$ cat src/hdl/biquad_pkg.sv
// --------------------------------------------------------------------------
// Shared types and register map of the biquad filter
// Coefficients are Q2.14, so the usable range is -2.0 up to just below 2.0
// --------------------------------------------------------------------------

package biquad_pkg;

    // Datapath widths
    typedef logic signed [15:0] sample_t;
    typedef logic signed [15:0] coef_t;
    typedef logic [31:0]        count_t;

    // APB bus widths
    typedef logic [11:0]        apb_addr_t;
    typedef logic [31:0]        apb_data_t;

    // Fraction bits of a Q2.14 coefficient
    localparam int COEF_FRAC_BITS = 14;

    // ----------------------------------------------------------------------
    // Register offsets in bytes from the base address
    // ----------------------------------------------------------------------
    localparam apb_addr_t REG_B0_OFFS    = 12'h000;
    localparam apb_addr_t REG_B1_OFFS    = 12'h004;
    localparam apb_addr_t REG_B2_OFFS    = 12'h008;
    localparam apb_addr_t REG_A1_OFFS    = 12'h00C;
    localparam apb_addr_t REG_A2_OFFS    = 12'h010;
    localparam apb_addr_t REG_CTRL_OFFS  = 12'h014;
    localparam apb_addr_t REG_COUNT_OFFS = 12'h020;
    localparam apb_addr_t REG_LAST_OFFS  = 12'h024;
    localparam apb_addr_t REG_SAT_OFFS   = 12'h028;

    // Filter configuration, 81 bits
    typedef struct packed {
        coef_t b0;
        coef_t b1;
        coef_t b2;
        coef_t a1;
        coef_t a2;
        logic  bypass;
    } coef_set_t;

    // Datapath status, 80 bits
    typedef struct packed {
        count_t  sample_count;
        sample_t last_out;
        count_t  sat_count;
    } biquad_status_t;

endpackage

$ cat src/hdl/biquad_in_fifo.sv
// --------------------------------------------------------------------------
// Input sample buffer, upstream must hold a credit to send
// A write into a full buffer is dropped
// --------------------------------------------------------------------------

module biquad_in_fifo #(
    parameter int IN_DEPTH = 4
) (
    input  logic                clk,
    input  logic                rst_n,
    input  logic                in_valid,
    input  biquad_pkg::sample_t in_sample,
    input  logic                pop,
    output logic                fifo_valid,
    output biquad_pkg::sample_t fifo_sample,
    output logic                in_credit
);

    localparam int PTR_W = (IN_DEPTH > 1) ? $clog2(IN_DEPTH) : 1;
    localparam int CNT_W = $clog2(IN_DEPTH + 1);

    biquad_pkg::sample_t mem [IN_DEPTH];
    logic [PTR_W-1:0]    wr_ptr;
    logic [PTR_W-1:0]    rd_ptr;
    logic [CNT_W-1:0]    count;
    logic                wr_en;
    logic                rd_en;

    assign fifo_valid  = (count != '0);
    assign fifo_sample = mem[rd_ptr];
    assign wr_en       = in_valid && (count != CNT_W'(IN_DEPTH));
    assign rd_en       = pop && fifo_valid;

    // Storage, no reset needed on the payload
    always_ff @(posedge clk) begin
        if (wr_en) begin
            mem[wr_ptr] <= in_sample;
        end
    end

    // Pointers wrap at IN_DEPTH, so any depth works
    always_ff @(posedge clk or negedge rst_n) begin
        if (!rst_n) begin
            wr_ptr    <= '0;
            rd_ptr    <= '0;
            count     <= '0;
            in_credit <= 1'b0;
        end else begin
            if (wr_en) begin
                wr_ptr <= (wr_ptr == PTR_W'(IN_DEPTH - 1)) ? '0 : wr_ptr + 1'b1;
            end
            if (rd_en) begin
                rd_ptr <= (rd_ptr == PTR_W'(IN_DEPTH - 1)) ? '0 : rd_ptr + 1'b1;
            end
            // Occupancy
            case ({wr_en, rd_en})
                2'b10:   count <= count + 1'b1;
                2'b01:   count <= count - 1'b1;
                default: count <= count;
            endcase
            // One credit back to upstream for each pop
            in_credit <= rd_en;
        end
    end

endmodule

$ cat config.mk
export PLATFORM = sky130hd
export DESIGN_NAME = biquad_in_fifo
export DESIGN_NICKNAME = d
export VERILOG_FILES = /design/src/hdl/biquad_pkg.sv /design/src/hdl/biquad_in_fifo.sv
export SDC_FILE = /design/constraint.sdc
export NUM_CORES = 1
export LEC_CHECK = 0
export ABC_CLOCK_PERIOD_IN_PS = 3300
export BUFFER_PORTS_ARGS = -buffer_cell sky130_fd_sc_hd__buf_2
export CAP_MARGIN = 20
export CORE_ASPECT_RATIO = 1.1
export CORE_MARGIN = 2
export CORE_UTILIZATION = 63
export CTS_BUF_LIST = sky130_fd_sc_hd__clkbuf_8
export DETAILED_ROUTE_END_ITERATION = 10
export GPL_TIMING_DRIVEN = 0
export PLACE_DENSITY = 0.86
export SYNTH_ARGS = -nofsm -noshare
export SYNTH_HDL_FRONTEND = slang
export SYNTH_SLANG_ARGS = --single-unit
$ cat constraint.sdc
create_clock -name clk -period 3.3 [get_ports clk]
set_clock_uncertainty 0.05 [all_clocks]
set_input_delay 0.33 -clock clk [delete_from_list [all_inputs] [get_ports clk]]
set_output_delay 0.33 -clock clk [all_outputs]
set_load 0.1 [all_outputs]
# == Word level (Yosys, flattened, before mapping) ==
# Memories as Yosys holds them, arrays and structs flattened.
# Cells that the tools add are included.
# Widths: inputs -> output; s select.
# classes
eq_ne,5
muxes,5
add_sub_neg,4
reduce_logical,4
# ops
cell,count
$eq 2x2->1 const B,3
$pmux 3 s2,1
$add 2x1->2 const B,2
$mux 2,2
$add 3x1->3 const B,1
$ne 3x3->1 const B,1
$reduce_bool 3->1,1
$sub 3x1->3 const B,1
$eq 2x1->1 const B,1
$logic_and 1x1->1,2
$mux 1,2
$reduce_bool 2->1,1
# word_totals
reg_bits,8
memories,1
input_bits,20
ram_bits,64
out_inout_bits,18
# mem_list
name,depth,width,read_ports,rd_ports_with_merged_regs,write_ports,line,source
mem,4,16,1,0,1,biquad_in_fifo.sv:22,biquad_pkg::sample_t mem [IN_DEPTH];

# == Longest topological paths before layout ==
# Gate-level depths: netlist (run 1).
# depth
word_depth,4
mapped_depth,9
mapped_depth_nobuf,9

# == Worst setup path before layout (run 1) ==
# OpenSTA, ideal clock, no wires.
# synth_path
path_type,register to register
startpoint,register count[0]
endpoint,register count[2]
required_ns,3.125
slack_ns,1.262
setup_ns,0.125
stages_incl_launch_ff,10
t_arrival_ns,1.863
path_cell_list,dfrtp_1 -> or3_4 -> nand2_2 -> inv_1 -> ha_1 -> inv_1 -> fa_1 -> xor2_1 -> nor2_1 -> xor2_1
# synth_via
elab_chain_len,4
elab_cells_between_ends,10
classes_between,add/sub (2); eq/ne (3); mux (1); reduce/logical (4)
# synth_rtl
element,line,source
start: declaration,biquad_in_fifo.sv:25,logic [CNT_W-1:0] count;
start signal: assignment,biquad_in_fifo.sv:57,2'b10: count <= count + 1'b1;
start signal: assignment,biquad_in_fifo.sv:58,2'b01: count <= count - 1'b1;
start signal: assignment,biquad_in_fifo.sv:59,default: count <= count;
$reduce_bool 3->1 (*),biquad_in_fifo.sv:29,assign fifo_valid = (count != '0);
via fifo_valid,biquad_in_fifo.sv:14,"output logic fifo_valid,"
$logic_and 1x1->1 (*),biquad_in_fifo.sv:32,assign rd_en = pop && fifo_valid;
via rd_en,biquad_in_fifo.sv:27,logic rd_en;
$eq 2x1->1 or $eq 2x2->1 (tied branches),biquad_in_fifo.sv:56,"case ({wr_en, rd_en})"
$pmux 3 s2 or $reduce_bool 2->1 (tied branches),--,
# Mark *: on every way through the listed nets, which the timed path passes. The rest lies on a longest branch.
# A chain may end at the register's enable or synchronous reset.

# == Worst setup path in the final report (run 1) ==
# layout_path
startpoint,register rd_ptr[1]
endpoint,output fifo_sample[13]
# layout_via
elab_chain_len,1
# layout_rtl
element,line,source
start: declaration,biquad_in_fifo.sv:24,logic [PTR_W-1:0] rd_ptr;
start signal: assignment,biquad_in_fifo.sv:53,rd_ptr <= (rd_ptr == PTR_W'(IN_DEPTH - 1)) ? '0 : rd_ptr + 1'b1;
$mem_v2 4x16,--,
end: declaration,biquad_in_fifo.sv:15,"output biquad_pkg::sample_t fifo_sample,"
# No other way between the ends.

==> results of run 1 <==
-- kinds of logic after synthesis --
family	after synthesis	synth area share, %
DFF	72	75.1
buffers and inverters	12	2.52
and+or+nand+nor	9	1.90
adders and majority gates	7	3.36
xor gates and xnor gates	3	0.930
AOI/OAI and AO/OA	1	0.443
muxes	21	15.8
-- routing by layer --
metal  vias up  wire length, um  share of wire, %  GRT usage [%]
li1        599                -                 -              -
met1       683             1770                38           27.1
met2        53             2560                55           37.1
met3         6              271               5.8           6.96
met4         0               54               1.2           8.22
met5         -                0                 0              0
-- final cells by class --
cell class,count,share of cell area (%)
flip-flops and latches,72,64.5
inverters,8,0.913
repair buffers,38,5.93
clock inverters,6,2.36
well taps,54,2.05
multi-input cells,41,19.2
clock buffers,9,3.76
plain buffers,4,1.25
-- through the flow --
stage          instance area (um^2)  setup slack [ns]  cells  hold slack, ns
6_report                       3290              1.04    232           0.167
5_1_grt                        3290             0.939    232           0.145
4_1_cts                        3290              1.01    232           0.146
3_5_place_dp                   3080              1.30    216           0.132
3_3_place_gp                   3080              1.42    216           0.122
2_1_floorplan                  2830              1.26    125         -0.0156
-- how the worst max path moves through the flow --
stage                     startpoint         endpoint  slack, ns  depth (start not counted)
after global placement     rd_ptr[1]  fifo_sample[11]       1.42                          4
final                      rd_ptr[1]  fifo_sample[13]       1.04                          4
after detailed placement    count[0]         count[2]       1.30                          9
after floorplan             count[0]         count[2]       1.26                          9
after global routing       rd_ptr[1]  fifo_sample[13]       0.94                          4
after CTS                  rd_ptr[1]  fifo_sample[13]       1.01                          4
-- registers in the layout, summed over array words and instances, names as in the netlist --
| register | flops |
|---|---|
| mem | 64 |
| count | 3 |
| in_credit | 1 |
| rd_ptr | 2 |
| wr_ptr | 2 |
-- synthesized netlist by cell type --
master | instances | share of area (%)
nor2_1 | 3 | 0.40
buf_12 | 1 | 0.71
xor2_1 | 2 | 0.62
a31oi_2 | 1 | 0.44
edfxtp_1 | 64 | 68
fa_1 | 1 | 0.71
ha_1 | 6 | 2.7
mux2i_1 | 1 | 0.35
mux4_1 | 8 | 7.4
nand2_2 | 1 | 0.22
mux4_2 | 8 | 6.4
xnor2_1 | 1 | 0.31
dfrtp_1 | 8 | 7.1
inv_1 | 8 | 1.1
and2_1 | 4 | 0.89
buf_2 | 2 | 0.35
buf_6 | 1 | 0.40
mux2_2 | 4 | 1.6
or3_4 | 1 | 0.40
==> impl_metrics.csv, run 1 <==
group,metric,value,unit
timing,setup_viol,0,
layout,nFillCells,242,
timing,fmax,442,MHz
logic_synthesis,avgSynthCellArea,22.6,um^2
timing,layout_min_cycle_time,2.26,ns
clock_tree,postCtsSetupRepairBufs,0,
logic_synthesis,yosysWarnings,0,
layout,area_delta_synth_final,16.4,%
die,die_y,74.3,um
logic_synthesis,ys_seq_area_share,75.1,%
min_path,min_from,"in_sample[9]",
min_path,hold-path-cell-count,1,
setup_path,worstSetupStartpointType,"flip-flop",
die,io_pins,38,
run_status,status,"finished clean",
setup_path,critPathMaxStageDelay,0.43,ns
place,port_buffers,37,
logic_synthesis,ys_types,19,
route,final_antenna_net_count,0,
route,drtIter0Drc,63,
setup_path,crit_slowest_cell,"buf_2",
setup_path,r2r_end,"mem[2][6]",
logic_synthesis,syn_inst,125,
route,drcViolationCount,0,
clock_tree,htreeDepth,3,
layout,multi_input_area,633,um^2
layout,drive_gt1_share,38.8,%
timing,rsz0062_at_grt,"false",
layout,diodes,0,
place,dpl.hpwl,3.06,mm
setup_path,timing.rr.start,"count[1]",
global_routing,global_route.overflow_total,0,
setup_path,worstPathArrival,1.88,ns
timing,setup_tns,0,ns
setup_path,crit_path_end_kind,"output pin",
timing,worst_pin_slew,0.873,ns
layout,final_cell_mix,"edfxtp_1, buf_2, inv_1",
die,design.core.area,4320,um^2
die,die_w,67.9,um
clock_tree,cts_tree,"yes",
logic_synthesis,syn_nets,152,
route,drt_pass1_iterations,4,
timing,relSlewSlack,41.8,%
setup_path,path_class,"reg2out",
clock_tree,clkTransAtPathRegs,0.07,ns
setup_path,path_cells,"buf_2, buf_2, mux4_2, buf_2",
clock_tree,insertion_delay,0.33,ns
clock_tree,cts_buffers,9,
clock_tree,cts.repair.resized,0,
clock_tree,root_buffer,"clkbuf_8",
die,start_util,65.5,%
min_path,min_to,"mem[0][9]",
layout,post-route-util,76.2,%
logic_synthesis,synth_area,2830,um^2
clock_tree,cts_hold_buffers,1,
clock_tree,clkSinkCount,72,
route,vias_per_cell,5.78,
setup_path,r2r_cells,3,
setup_path,ff2ff_setup_slack,1.26,ns
die,dieArea,5040,um^2
setup_path,critPathMostFrequentCell,"buf_2",
timing,slew_viol_final,0,
place,routabilityCongestion,0.643,
route,wl_per_cell,20.1,um
setup_path,worst-path-buf-inv,3,
layout,final_common_cell,"edfxtp_1",
global_routing,grt_max_degree,17,
logic_synthesis,synth-seq-cells,72,
setup_path,cp_top_family,"buffers and inverters",
timing,finalCritPeriodShare,68.6,%
setup_path,worstPathRequired,2.92,ns
global_routing,grt_pass1_vias,1430,
die,rows,25,
run,drv_cap,0,
route,wl,4.66,mm
route,via_count,1341,
min_path,hold_path.class,"in2reg",
layout,seq_area,2120,um^2
global_routing,grt_usage,22.1,%
timing,hold_viol_final,0,
setup_path,worstPathMaxFanout,10,
global_routing,antenna_found_initial,0,
layout,nets,201,
global_routing,grt_first_pass_wirelength,7.50,mm
clock_tree,clock_tree.buffer_depth,2,
Power of run 1 is left out: the tool's default activity adds up to more than one toggle a clock period on the data nets, which glitch-free logic cannot reach.
==> inputs of run 2 (changes only) <==
--- a/config.mk
+++ b/config.mk
@@ -5,16 +5,16 @@
 export SDC_FILE = /design/constraint.sdc
 export NUM_CORES = 1
 export LEC_CHECK = 0
-export ABC_CLOCK_PERIOD_IN_PS = 3300
+export ABC_CLOCK_PERIOD_IN_PS = 2100
 export BUFFER_PORTS_ARGS = -buffer_cell sky130_fd_sc_hd__buf_2
 export CAP_MARGIN = 20
 export CORE_ASPECT_RATIO = 1.1
 export CORE_MARGIN = 2
-export CORE_UTILIZATION = 63
+export CORE_UTILIZATION = 59
 export CTS_BUF_LIST = sky130_fd_sc_hd__clkbuf_8
 export DETAILED_ROUTE_END_ITERATION = 10
 export GPL_TIMING_DRIVEN = 0
-export PLACE_DENSITY = 0.86
+export PLACE_DENSITY = 0.81
 export SYNTH_ARGS = -nofsm -noshare
 export SYNTH_HDL_FRONTEND = slang
 export SYNTH_SLANG_ARGS = --single-unit
==> constraint.sdc (replaced) <==
create_clock -name clk -period 2.1 [get_ports clk]
set_clock_uncertainty 0.05 [all_clocks]
set_input_delay 0.21 -clock clk [delete_from_list [all_inputs] [get_ports clk]]
set_output_delay 0.21 -clock clk [all_outputs]
set_load 0.1 [all_outputs]
==> run 2 against run 1 <==
Compared with the run above: final cell count up 1.3%; non-clock buffer count up 1; via count down 2.1%; count of clock-buffer cells in the layout unchanged; hold slack worse by 0.13 ns; worst setup slack worse by 0.99 ns; routed wire length up 0.36%; register-to-register slack worse by 1.1 ns; critical path type unchanged; largest cell class unchanged.
==> impl_metrics.csv, run 2 (same netlist as run 1, synthesis figures left out) <==
group,metric,value,unit
setup_path,ff2ff_setup_slack,0.13,ns
clock_tree,insertion_delay,0.33,ns
route,wl_met3,255,um
route,via_count,1313,
route,final_antenna_net_count,0,
layout,diodes,0,
setup_path,critPathMaxStageDelay,0.49,ns
run,drv_cap,0,
die,rows,26,
route,drcViolationCount,0,
die,dieArea,5360,um^2
setup_path,crit_slowest_cell,"mux4_2",
die,start_util,61.2,%
route,top_layer_used,"met4",
min_path,min_from,"in_sample[2]",
clock_tree,clkTransAtPathRegs,0.08,ns
timing,fmax,488,MHz
clock_tree,cts_buffers,9,
clock_tree,root_buffer,"clkbuf_8",
setup_path,timing.rr.start,"count[0]",
setup_path,worstPathArrival,1.79,ns
timing,rsz0062_at_grt,"true",
layout,nets,202,
place,routabilityCongestion,0.779,
min_path,hold_path.class,"in2reg",
layout,largest_reg_flops,64,
setup_path,worstSetupStartpointType,"flip-flop",
layout,drive_gt1_share,40.2,%
place,dpl_worst_slack,0.0633,ns
layout,reg_top3,"mem: 64 flops, count: 3 flops",
timing,hold_viol_final,0,
global_routing,grt_first_pass_wirelength,7.51,mm
min_path,min_to,"mem[0][2]",
layout,final_common_cell,"edfxtp_1",
route,drtIter0Drc,106,
global_routing,grt_max_degree,17,
global_routing,antenna_found_initial,0,
min_path,hold-path-cell-count,1,
global_routing,global_route.overflow_total,0,
die,die_y,76.6,um
clock_tree,htreeDepth,3,
global_routing,grt_pass1_vias,1486,
layout,nFillCells,293,
timing,finalCritPeriodShare,97.7,%
setup_path,worstPathRequired,1.84,ns
clock_tree,cts_tree,"yes",
layout,final_cell_mix,"edfxtp_1, buf_2, inv_1, clkbuf_8",
setup_path,path_class,"reg2out",
route,met1_length,1.67,mm
die,io_pins,38,
layout,area_delta_synth_final,18.1,%
timing,slew_viol_final,0,
route,vias_per_cell,5.59,
layout,largest_register,"mem",
timing,setup_viol,0,
route,wl_per_cell,19.9,um
setup_path,r2r_cells,9,
global_routing,grt_usage,19.5,%
timing,layout_min_cycle_time,2.05,ns
timing,relSlewSlack,44.8,%
setup_path,crit_path_end_kind,"output pin",
setup_path,path_cells,"buf_6, buf_12, mux4_2, buf_4",
clock_tree,postCtsSetupRepairBufs,0,
run_status,status,"finished clean",
setup_path,worstPathMaxFanout,10,
die,die_w,70.0,um
place,port_buffers,37,
setup_path,r2r_end,"count[2]",
clock_tree,clkSinkCount,72,
setup_path,cp_top_family,"buffers and inverters",
route,drt_pass1_iterations,4,
clock_tree,clock_tree.buffer_depth,2,
place,dpl.hpwl,3.06,mm
setup_path,worst-path-buf-inv,3,
route,wl,4.68,mm
timing,worst_pin_slew,0.827,ns
die,design.core.area,4620,um^2
timing,setup_ws,0.0490,ns
route,wl_met2,2.69,mm
-- run 2: cell count changes in the layout (fill, tap and decap cells not counted), sizes merged --
| cell | delta |
|---|---|
| clkinvlp | +1 |
| buf | -1 |
| clkbuf | +2 |
| bufinv | -1 |
-- run 2: through the flow --
stage / utilization (%) / hold slack, ns / area [um^2] / setup TNS, ns / instances
global placement: 66.7 / 0.00188 / 3080 / 0 / 218
floorplan: - / -0.136 / 2830 / 0 / 125
global route: 72.3 / 0.0270 / 3340 / -0.00402 / 235
detailed placement: 66.7 / 0.00951 / 3080 / 0 / 218
CTS: 71.3 / 0.0231 / 3290 / 0 / 234
finish: 72.3 / 0.0396 / 3340 / 0 / 235
-- run 2: final cells by class --
class | instances | area, um^2 | share of cell area (%)
flip-flops and latches | 72 | 2120 | 63.6
multi-input cells | 41 | 644 | 19.3
repair buffers | 39 | 250 | 7.49
clock buffers | 9 | 124 | 3.71
well taps | 56 | 70.1 | 2.10
clock inverters | 6 | 53.8 | 1.61
plain buffers | 4 | 43.8 | 1.31
inverters | 8 | 30.0 | 0.899
-- run 2: worst max-delay path by stage --
stage / start / to / slack [ns] / cells past startpoint
final: rd_ptr[0] / fifo_sample[13] / 0.05 / 4
after global routing: rd_ptr[0] / fifo_sample[13] / -0.002 / 4
after global placement: count[1] / mem[3][4] / 0.21 / 3
after CTS: rd_ptr[1] / fifo_sample[6] / 0.005 / 4
after detailed placement: count[0] / count[2] / 0.06 / 9
after floorplan: count[0] / count[2] / 0.06 / 9
-- run 2: worst reg2reg max path, delay by kind of cell (launching register included) --
family,cells,cell delay (ns)
xor gates and xnor gates,2,0.29
adders and majority gates,2,0.35
buffers and inverters,2,0.14
DFF,1,0.43
and+or+nand+nor,3,0.59
-- run 2: metal layers --
metal / vias to the layer above / track usage (%)
li1: 600 / -
met1: 662 / 23.0
met2: 44 / 33.6
met3: 7 / 5.69
met4: 0 / 7.50
met5: - / 0
-- run 2: what timing repair did --
item	in CTS	in global routing
resized for setup	9	14
hold buffers	1	0
hold endpoints to repair	8	0
endpoints found under the setup margin	9	31
cloned	0	1
Power of run 2 is left out for the same reason.
