==> src/hdl/biquad_pkg.sv <==
// --------------------------------------------------------------------------
// Shared types and register map of the biquad filter
// Coefficients are Q2.14, so the usable range is -2.0 up to just below 2.0
// --------------------------------------------------------------------------

package biquad_pkg;

    // Datapath widths
    typedef logic signed [15:0] sample_t;
    typedef logic signed [15:0] coef_t;
    typedef logic [31:0]        count_t;

    // APB bus widths
    typedef logic [11:0]        apb_addr_t;
    typedef logic [31:0]        apb_data_t;

    // Fraction bits of a Q2.14 coefficient
    localparam int COEF_FRAC_BITS = 14;

    // ----------------------------------------------------------------------
    // Register offsets in bytes from the base address
    // ----------------------------------------------------------------------
    localparam apb_addr_t REG_B0_OFFS    = 12'h000;
    localparam apb_addr_t REG_B1_OFFS    = 12'h004;
    localparam apb_addr_t REG_B2_OFFS    = 12'h008;
    localparam apb_addr_t REG_A1_OFFS    = 12'h00C;
    localparam apb_addr_t REG_A2_OFFS    = 12'h010;
    localparam apb_addr_t REG_CTRL_OFFS  = 12'h014;
    localparam apb_addr_t REG_COUNT_OFFS = 12'h020;
    localparam apb_addr_t REG_LAST_OFFS  = 12'h024;
    localparam apb_addr_t REG_SAT_OFFS   = 12'h028;

    // Filter configuration, 81 bits
    typedef struct packed {
        coef_t b0;
        coef_t b1;
        coef_t b2;
        coef_t a1;
        coef_t a2;
        logic  bypass;
    } coef_set_t;

    // Datapath status, 80 bits
    typedef struct packed {
        count_t  sample_count;
        sample_t last_out;
        count_t  sat_count;
    } biquad_status_t;

endpackage

==> src/hdl/biquad_apb_regs.sv <==
// --------------------------------------------------------------------------
// APB3 register block, no PSLVERR, fixed single wait state per transfer
// Unmapped offsets read zero and ignore writes
// --------------------------------------------------------------------------

module biquad_apb_regs #(
    parameter biquad_pkg::apb_addr_t APB_BASE_ADDR = 12'h000
) (
    input  logic                       clk,
    input  logic                       rst_n,

    // APB3 slave
    input  biquad_pkg::apb_addr_t      paddr,
    input  logic                       psel,
    input  logic                       penable,
    input  logic                       pwrite,
    input  biquad_pkg::apb_data_t      pwdata,
    output logic                       pready,
    output biquad_pkg::apb_data_t      prdata,

    // Configuration out, status in
    output biquad_pkg::coef_set_t      cfg,
    input  biquad_pkg::biquad_status_t status
);

    // Access phase seen, ready not yet given
    logic                  access;
    // Completing cycle of a write
    logic                  wr_done;
    biquad_pkg::apb_data_t rd_mux;

    assign access  = psel && penable && !pready;
    assign wr_done = psel && penable && pready && pwrite;

    // ----------------------------------------------------------------------
    // Read mux
    // ----------------------------------------------------------------------
    always_comb begin
        rd_mux = '0;
        case (paddr)
            APB_BASE_ADDR + biquad_pkg::REG_B0_OFFS:    rd_mux = {16'h0000, cfg.b0};
            APB_BASE_ADDR + biquad_pkg::REG_B1_OFFS:    rd_mux = {16'h0000, cfg.b1};
            APB_BASE_ADDR + biquad_pkg::REG_B2_OFFS:    rd_mux = {16'h0000, cfg.b2};
            APB_BASE_ADDR + biquad_pkg::REG_A1_OFFS:    rd_mux = {16'h0000, cfg.a1};
            APB_BASE_ADDR + biquad_pkg::REG_A2_OFFS:    rd_mux = {16'h0000, cfg.a2};
            APB_BASE_ADDR + biquad_pkg::REG_CTRL_OFFS:  rd_mux = {31'd0, cfg.bypass};
            APB_BASE_ADDR + biquad_pkg::REG_COUNT_OFFS: rd_mux = status.sample_count;
            // Last output goes out sign-extended
            APB_BASE_ADDR + biquad_pkg::REG_LAST_OFFS:
                rd_mux = {{16{status.last_out[15]}}, status.last_out};
            APB_BASE_ADDR + biquad_pkg::REG_SAT_OFFS:   rd_mux = status.sat_count;
            default:                                    rd_mux = '0;
        endcase
    end

    // ----------------------------------------------------------------------
    // Ready, read data and configuration registers
    // ----------------------------------------------------------------------
    always_ff @(posedge clk or negedge rst_n) begin
        if (!rst_n) begin
            pready <= 1'b0;
            prdata <= '0;
            cfg    <= '0;
        end else begin
            // Ready and data are single-cycle pulses
            pready <= 1'b0;
            prdata <= '0;

            if (access) begin
                pready <= 1'b1;
                if (!pwrite) begin
                    prdata <= rd_mux;
                end
            end

            // Write lands on the edge that ends the transfer
            if (wr_done) begin
                case (paddr)
                    APB_BASE_ADDR + biquad_pkg::REG_B0_OFFS: cfg.b0 <= pwdata[15:0];
                    APB_BASE_ADDR + biquad_pkg::REG_B1_OFFS: cfg.b1 <= pwdata[15:0];
                    APB_BASE_ADDR + biquad_pkg::REG_B2_OFFS: cfg.b2 <= pwdata[15:0];
                    APB_BASE_ADDR + biquad_pkg::REG_A1_OFFS: cfg.a1 <= pwdata[15:0];
                    APB_BASE_ADDR + biquad_pkg::REG_A2_OFFS: cfg.a2 <= pwdata[15:0];
                    APB_BASE_ADDR + biquad_pkg::REG_CTRL_OFFS: cfg.bypass <= pwdata[0];
                    // Status offsets are read only
                    default: ;
                endcase
            end
        end
    end

endmodule

==> config.mk <==
export PLATFORM = sky130hd
export DESIGN_NAME = biquad_apb_regs
export DESIGN_NICKNAME = d
export VERILOG_FILES = /design/src/hdl/biquad_pkg.sv /design/src/hdl/biquad_apb_regs.sv
export SDC_FILE = /design/constraint.sdc
export NUM_CORES = 1
export LEC_CHECK = 0
export ABC_AREA = 1
export BUFFER_PORTS_ARGS = -buffer_cell sky130_fd_sc_hd__buf_2
export CORE_MARGIN = 10
export CORE_UTILIZATION = 52
export CTS_BUF_LIST = sky130_fd_sc_hd__clkbuf_16
export CTS_CLUSTER_DIAMETER = 200
export DETAILED_ROUTE_END_ITERATION = 12
export PLACE_DENSITY = 0.84
export SETUP_SLACK_MARGIN = 0.5
export SKIP_CTS_REPAIR_TIMING = 1
export SYNTH_ARGS = -nofsm -noshare
export SYNTH_HDL_FRONTEND = slang
export SYNTH_SLANG_ARGS = --single-unit
==> constraint.sdc <==
create_clock -name clk -period 1.8 [get_ports clk]
set_input_delay 0.09 -clock clk [delete_from_list [all_inputs] [get_ports clk]]
set_output_delay 0.09 -clock clk [all_outputs]
set_load 0.03 [all_outputs]
Word-level counts from Yosys, hierarchy flattened
Index checks and enable logic that the tools add are counted.
- bits in registers: 114
- latch bits: 0
- memory bits (writable): 0
- ROM bits: 0
- bits of input ports: 129
- output and inout bits: 114
- word-level logic and storage cells: 32
- memories: 0
- $add $sub $neg: 0
- $mul: 0
- divide/modulo/power cells: 0
- $lt $le $gt $ge: 0
- equal/unequal tests: 8
- shift operators: 0
- mux-type cells: 4
- bitwise gates (word level): 0
- reductions and logical operators: 12
- operator list (cell ; number):
    $pmux W32 S9 ; 1
    $mux W32 ; 2
    $eq A12 B6 Y1 const B ; 3
    $eq A12 B4 Y1 const B ; 2
    $eq A12 B5 Y1 const B ; 2
    $eq A12 B3 Y1 const B ; 1
    $logic_not A12 Y1 ; 1
    $reduce_and A2 Y1 ; 6
    $logic_and A1 B1 Y1 ; 4
    $logic_not A1 Y1 ; 1
    $mux W1 ; 1

Logic depth before layout (Yosys ltp)
Gate-level depths: netlist of the first run.
- depth in word-level cells: 4
- mapped depth: 12
- depth with buffers taken out: 10

Worst setup path after synthesis of the first run
Ideal clock, no wire load.
- kind: register to register
- from: reg pready
- to: reg cfg[18] in the netlist's numbering
- library setup time: 132 ps
- arrival: 1317 ps
- required time: 1668 ps
- path slack: 351 ps
- stages on the path, launching flop included: 7
- path buffers: 1
- period minus slack after synthesis: 1449 ps
- cell sequence: dfrtp_1 -> nand4_1 -> inv_1 -> nand3_1 -> clkbuf_1 -> nand2_1 -> o21ai_0
- cells in the longest elaborated chain, start to end: 3
- RTL lines (element ; RTL line ; source):
    from (decl) ; biquad_apb_regs.sv:18 ; output logic pready,
    from (signal assigned) ; biquad_apb_regs.sv:61 ; pready <= 1'b0;
    from (signal assigned) ; biquad_apb_regs.sv:66 ; pready <= 1'b0;
    from (signal assigned) ; biquad_apb_regs.sv:70 ; pready <= 1'b1;
    $logic_and A1 B1 Y1 (2 in series) ; biquad_apb_regs.sv:33 ; assign wr_done = psel && penable && pready && pwrite;
    $reduce_and A2 Y1 (no line) ; n/a ;
    to (decl) ; biquad_apb_regs.sv:22 ; output biquad_pkg::coef_set_t cfg,
Every way passes these cells.
A chain may end at the register's enable or synchronous reset.

Worst setup path after layout of the first run
- from: reg pready
- to: reg cfg[53] in the netlist's numbering
Same word-level chain as after synthesis.

==> results.sh, run 1 <==
export IMPL_cp_end_kind="flip-flop"
export IMPL_status="complete, but fails checks"
export IMPL_area_delta_synth_final_pct=40.18
export IMPL_gp_congestion=0.8780
export IMPL_finalHoldViolCount=5
export IMPL_avgSynthCellArea_um2=7.647
export IMPL_max_slew_margin_rel_pct=77.54
export IMPL_firstDrtPassIters=5
export IMPL_cts_htree_levels=4
export IMPL_ys_seq_area_share_pct=50.76
export IMPL_path_clk_slew_ns=0.06
export IMPL_tightest_slew_ns=0.3369
export IMPL_grt_max_degree=42
export IMPL_tritoncts="done"
export IMPL_avgViaCountPerCell=5.405
export IMPL_fin_setup_tns_ns=0
export IMPL_port_buffers=226
export IMPL_cp_data_arrival_time_ns=1.61
export IMPL_crit_family="simple AND/OR/NAND/NOR gates"
export IMPL_grt_overflow=0
export IMPL_grt_usage_pct=26.59
export IMPL_synth_seq_cells=114
export IMPL_routed_via_count=6172
export IMPL_hpwl_um=15220
export IMPL_fmax_ghz=0.7430
export IMPL_initial_utilization_pct=53.96
export IMPL_r2r_start="pready$_DFF_PN0_"
export IMPL_critPathBufInv=2
export IMPL_drc=0
export IMPL_cts_buffers=17
export IMPL_cts_root_buf="clkbuf_16"
export IMPL_synth_cells=735
export IMPL_dieArea_mm2=0.01537
export IMPL_crit_path_start_kind="flip-flop"
export IMPL_antenna_found_initial=0
export IMPL_max_cap_violations=0
export IMPL_ioPinCount=243
export IMPL_drv_slew=0
export IMPL_synthTopCellsByArea="dfrtp_1 51%, nand2_1 14%, nand3_1 10%"
export IMPL_setup_violations_final=0
export IMPL_crit_fanout=24
export IMPL_insertion_delay_ns=0.40
export IMPL_hold_class="in -> reg"
export IMPL_drive_gt1_share_pct=32.70
export IMPL_dpl_instance_area_mm2=0.007092
export IMPL_postLayoutSetupSlackWorst_ns=0.4541
export IMPL_layout_min_cycle_time_ns=1.346
export IMPL_path_class="reg -> reg"
export IMPL_grt_setup_unrepaired="yes"
export IMPL_routed_wl_um=21450
export IMPL_post_route_cell_area_mm2=0.007879
export IMPL_core_area_mm2=0.01042
export IMPL_netlist_area_leader_share_pct=50.76
export IMPL_cp_startpoint="pready$_DFF_PN0_"
export IMPL_die_w_um=124.0
export IMPL_hold_ws_ns=-0.03211
export IMPL_violations="hold timing"
export IMPL_skew_ns=0.008484
export IMPL_syn_nets=864
export IMPL_drt_iter0_drc=578
export IMPL_final_antenna_net_count=0
export IMPL_rows=37
export IMPL_clock_path_buffers=2
export IMPL_min_delay_start="status[71]"
export IMPL_post_drt_wl_per_cell_um=18.79
export IMPL_fin_crit_sh_pct=74.77
export IMPL_ys_warn_count=0
export IMPL_grt_pass1_vias=5885
export IMPL_fp_dieH_um=124.0
export IMPL_cpPeakStageDelay_ns=0.37
export IMPL_clkSinkCount=114
export IMPL_power_density_mw_per_mm2=765.8
export IMPL_ir_worst_vdd_uv=682.1
export IMPL_synth_top_cell_by_area="dfrtp_1"
export IMPL_syn_area_mm2=0.005620
export IMPL_worstPathRequired_ns=2.07
export IMPL_grt_pass1_wl_um=31680
export IMPL_cp_slowest_cell="dfrtp_2"
export IMPL_nets=1122
export IMPL_diodes=0
export IMPL_leakage_uw=0.004549
export IMPL_path_cells="nand4_1 -> inv_2 -> nand3_1 -> buf_6 -> nand2_1 -> o21ai_0"
export IMPL_nFillCells=791
export IMPL_pre_cts_slack_ns=0.1169
export IMPL_ys_types=23
[worst paths after layout]
path | end | slack, ns | depth (start not counted)
max | cfg[53]$_DFFE_PN0P_ | 0.45 | 6
min | prdata[23]$_DFF_PN0_ | -0.03 | 3
max reg2reg | cfg[53]$_DFFE_PN0P_ | 0.45 | 6
min reg2reg | cfg[35]$_DFFE_PN0P_ | 0.50 | 2
max in group asynchronous | prdata[11]$_DFF_PN0_ | 1.08 | 3
min in group asynchronous | cfg[19]$_DFFE_PN0P_ | 0.15 | 2
[sequential cells by signal (all words and copies together) (netlist names)]
| name | cells |
|---|---|
| cfg | 81 |
| pready | 1 |
| prdata | 32 |
[routing by layer]
layer | global-route usage, % | vias to the layer above | routed length [um]
li1 | - | 2873 | -
met1 | 33.47 | 2872 | 8289
met2 | 44.50 | 392 | 10270
met3 | 6.516 | 35 | 2519
met4 | 7.914 | 0 | 376
met5 | 0 | - | 0
[cell usage after synthesis, drive strengths merged]
library cell	n
nand2	218
nand3	119
dfrtp	114
nor2	84
o21ai	80
inv	60
buf	21
clkbuf	19
a21oi	17
nand4	2
o21a	1
[cells in the final DEF (no fill, tap or decap), types with 3 or more instances in the layout]
| cell type | instances |
|---|---|
| nand2_2 | 5 |
| buf_2 | 225 |
| nand3_1 | 115 |
| inv_2 | 4 |
| dlygate4sd3_1 | 16 |
| nand2_1 | 213 |
| clkbuf_16 | 17 |
| clkinv_2 | 3 |
| clkinvlp_4 | 4 |
| clkinv_4 | 5 |
| inv_1 | 56 |
| buf_6 | 6 |
| nor2_2 | 15 |
| nor2_1 | 65 |
| dfrtp_1 | 113 |
| buf_4 | 23 |
| o21ai_0 | 63 |
| nor2_4 | 4 |
| buf_12 | 9 |
| a21oi_1 | 16 |
| o21ai_1 | 17 |
[per-stage QoR]
stage / cells / total power [uW] / util, %
floorplan: 735 / 2678 / -
global placement: 1091 / 2897 / 68.08
detailed placement: 1091 / 2903 / 68.08
CTS: 1123 / 6012 / 73.48
global route: 1142 / 6199 / 75.64
finish: 1142 / 6034 / 75.64
[cell type report]
type | count | area (um^2) | area share [%]
Sequential cell | 114 | 2854 | 36.22
Timing Repair Buffer | 279 | 1707 | 21.66
Clock inverter | 15 | 136.4 | 1.731
Clock buffer | 17 | 425.4 | 5.399
Tap cell | 136 | 170.2 | 2.160
Inverter | 60 | 225.2 | 2.859
Multi-Input combinational cell | 521 | 2361 | 29.97
[cells by family after synthesis]
group / count (synthesis) / share of synthesized area [%]
AND/OR/NAND/NOR: 423 / 32.86
AO/OA/AOI/OAI: 98 / 8.972
buffers and inverters: 100 / 7.413
flip-flops: 114 / 50.76
[tightest hold or removal path: cells and delay by family]
kind	cells	cell delay (ns)
and+or+nand+nor	1	0.11
buffers and inverters	1	0.07
AOI/OAI and AO/OA	1	0.06
[report_power, final]
part / leakage [uW] / internal [uW] / switching, uW
Clock: 0.000266 / 1900 / 1240
Combinational: 0.00269 / 139 / 183
Sequential: 0.00159 / 2570 / 1.51
Total: 0.00455 / 4610 / 1420
Power figures use the tool's default switching activity.
==> run 2, diff against run 1 <==
- ABC_AREA: 1 -> 0
- CORE_UTILIZATION: 52 -> 43
- PLACE_DENSITY: 0.84 -> 0.75
- clock period: 1.8 -> 1.1 ns (I/O delays scaled with it)
==> run 2 against run 1 <==
Effect of this change:
- the flow finishes with violations (hold timing, setup timing)
- cell area is 26% higher
- via count is 8.0% lower
- flip-flop and latch count stayed put
- largest cell class is now buffers
- final cell count is 15% lower
- critical endpoint is now cfg[44]$_DFFE_PN0P_
- count of clock-buffer cells in the layout stayed put
==> results.sh, run 2 <==
export IMPL_status="complete, but fails checks"
export IMPL_violations="hold timing, setup timing"
export IMPL_p_sw_uw=2421
export IMPL_synth_most_common_cell="dfrtp_1"
export IMPL_ys_seq_area_share_pct=52.20
export IMPL_synth_top_cell_by_area="dfrtp_1"
export IMPL_final_antenna_net_count=0
export IMPL_skew_ns=0.008317
export IMPL_synth_fa_ha_area_share_pct=0
export IMPL_grt_pass1_wl_um=32330
export IMPL_fmax_ghz=0.6179
export IMPL_mostFrequentLayoutCell="buf_6"
export IMPL_port_buffers=226
export IMPL_hpwl_um=15900
export IMPL_crit_fanout=8
export IMPL_leakage_uw=0.004829
export IMPL_drt_iter0_drc=382
export IMPL_reg2reg_slack_ns=-0.52
export IMPL_syn_area_mm2=0.005465
export IMPL_routed_wl_um=25650
export IMPL_crit_path_start_kind="flip-flop"
export IMPL_p_total_uw=10220
export IMPL_syn_nets=551
export IMPL_synth_cells=422
export IMPL_antenna_found_initial=1
export IMPL_intPower_uw=7802
export IMPL_path_clk_slew_ns=0.05
export IMPL_dpl_cell_count=881
export IMPL_use_met2_pct=39.74
export IMPL_synthTopCellsByArea="dfrtp_1 52%, mux2_2 16%, mux2i_1 2.9%"
export IMPL_cts_htree_levels=4
export IMPL_power_share_clock_pct=50.9
export IMPL_hold_class="in -> reg"
export IMPL_gr_max_usage_layer="met2"
export IMPL_crit_family="simple AND/OR/NAND/NOR gates"
export IMPL_cts_buffers=17
export IMPL_avgViaCountPerCell=5.852
export IMPL_postLayoutSetupSlackWorst_ns=-0.5185
export IMPL_path_class="reg -> reg"
export IMPL_synth_simple_gate_area_share_pct=9.020
export IMPL_min_delay_start="status[24]"
export IMPL_max_slew_margin_rel_pct=67.31
export IMPL_p_comb_share_pct=8.0
export IMPL_gp_congestion=0.8824
export IMPL_core_area_mm2=0.01252
export IMPL_grt_usage_pct=23.38
export IMPL_finalHoldViolCount=98
export IMPL_synth_compound_area_share_pct=11.31
export IMPL_synth_edf_count=0
export IMPL_max_cap_violations=0
export IMPL_ys_warn_count=0
export IMPL_avgSynthCellArea_um2=12.95
export IMPL_dpl_instance_area_mm2=0.007644
export IMPL_grt_use_met3_pct=6.699
export IMPL_grt_pass1_vias=5598
export IMPL_routed_via_count=5676
export IMPL_drc=0
export IMPL_grt_overflow=0
export IMPL_layout_min_cycle_time_ns=1.618
export IMPL_largest_reg_flops=81
export IMPL_grt_max_degree=56
export IMPL_path_cells="nand2_2 -> nor3_4 -> and2_1 -> buf_6 -> mux2_4"
export IMPL_synth_seq_cells=114
export IMPL_power_density_mw_per_mm2=1028
export IMPL_cts_root_buf="clkbuf_16"
export IMPL_insertion_delay_ns=0.42
export IMPL_netlist_area_leader_share_pct=52.20
export IMPL_cp_end_kind="flip-flop"
export IMPL_area_delta_synth_final_pct=82.05
export IMPL_tightest_slew_ns=0.4903
export IMPL_cp_data_arrival_time_ns=1.91
export IMPL_clock_path_buffers=2
export IMPL_synth_top_family_by_area="multiplexers"
export IMPL_synthArstFlopShare_pct=100.0
export IMPL_cpPeakStageDelay_ns=0.36
export IMPL_initial_utilization_pct=43.66
export IMPL_fp_dieH_um=132.7
export IMPL_drive_gt1_share_pct=71.14
export IMPL_nets=914
export IMPL_rows=41
export IMPL_met1_usage_pct=26.63
export IMPL_fin_crit_sh_pct=147.1
export IMPL_pre_cts_slack_ns=-0.6283
export IMPL_critPathBufInv=1
export IMPL_min_to="prdata[24]$_DFF_PN0_"
export IMPL_clkSinkCount=114
export IMPL_dieArea_mm2=0.01762
export IMPL_cp_slowest_cell="dfrtp_2"
export IMPL_largest_register="cfg"
export IMPL_synthMuxAreaShare_pct=23.40
export IMPL_post_drt_wl_per_cell_um=26.45
export IMPL_drv_slew=0
export IMPL_grt_setup_unrepaired="yes"
export IMPL_reg_largest_list="cfg x81, prdata x32, pready x1"
export IMPL_holdPathStages=3
export IMPL_ys_flop_type="dfrtp_1"
export IMPL_ir_worst_vdd_uv=853.6
export IMPL_post_route_cell_area_mm2=0.009950
export IMPL_post_layout_nonfiller_instances=970
export IMPL_ioPinCount=243
export IMPL_firstDrtPassIters=5
export IMPL_seq_power_share_pct=41.1
export IMPL_setup_violations_final=148
export IMPL_r2r_end="cfg[44]$_DFFE_PN0P_"
export IMPL_worstPathRequired_ns=1.39
export IMPL_hold_ws_ns=-0.1022
export IMPL_ys_top_cells_by_count="114 x dfrtp_1, 77 x mux2_2, 31 x nor2_1"
export IMPL_tritoncts="done"
export IMPL_r2r_start="pready$_DFF_PN0_"
export IMPL_rr_worst_depth=5
export IMPL_ys_types=45
export IMPL_layout_cells_most_common_list="157 x buf_6, 111 x buf_2, 98 x dfrtp_1"
export IMPL_die_w_um=132.7
export IMPL_p_sw_share_pct=23.68
export IMPL_synth_xor_area_share_pct=0
==> run 2: final cells by class <==
class	instances	area (um^2)
Antenna cell	1	2.502
Tap cell	172	215.2
Multi-Input combinational cell	275	2954
Fill cell	671	2567
Clock buffer	17	425.4
Clock inverter	14	122.6
Sequential cell	114	2873
Timing Repair Buffer	377	3357
==> run 2: cell families (layout without fill, tap and decap cells) <==
logic type | after synthesis | after routing
flip-flops | 114 | 114
other | 0 | 1
multiplexers | 109 | 109
AND/OR/NAND/NOR | 84 | 85
AO/OA/AOI/OAI | 81 | 81
buffers and inverters | 34 | 408
==> run 2: worst max path at each step <==
stage,from,to,slack [ns],depth (start not counted)
final,pready$_DFF_PN0_,cfg[44]$_DFFE_PN0P_,-0.52,5
after global routing,pready$_DFF_PN0_,cfg[44]$_DFFE_PN0P_,-0.56,5
after CTS,pready$_DFF_PN0_,cfg[49]$_DFFE_PN0P_,-0.51,5
after detailed placement,paddr[7],cfg[29]$_DFFE_PN0P_,-0.63,6
after global placement,paddr[7],cfg[45]$_DFFE_PN0P_,-0.58,6
after floorplan,pready$_DFF_PN0_,cfg[54]$_DFFE_PN0P_,-0.60,6
==> run 2: routing by layer <==
layer | wire [um] | vias to the layer above
met3 | 2311 | 127
li1 | - | 2325
met2 | 12770 | 425
met4 | 1651 | 0
met1 | 8924 | 2799
met5 | 0 | -
==> run 2: power by group through the flow <==
stage / Sequential, uW / Clock, uW / Combinational (uW)
after detailed placement: 4270 / 0 / 738
final: 4200 / 5200 / 816
after CTS: 4200 / 5190 / 744
after global routing: 4200 / 5440 / 863
after global placement: 4270 / 0 / 718
after floorplan: 4280 / 0 / 219
==> run 2: worst reg2reg max path: stages, from the launching register on <==
cell	delay (ns)
dfrtp_2	0.36
nand2_2	0.06
nor3_4	0.24
and2_1	0.28
buf_6	0.22
mux2_4	0.33
==> run 2: through the flow <==
step	setup TNS, ns	util [%]
finish	-47.26	79.49
detailed placement	-61.24	61.07
floorplan	-52.80	-
global route	-52.58	79.47
global placement	-58.27	61.07
CTS	-47.56	65.44
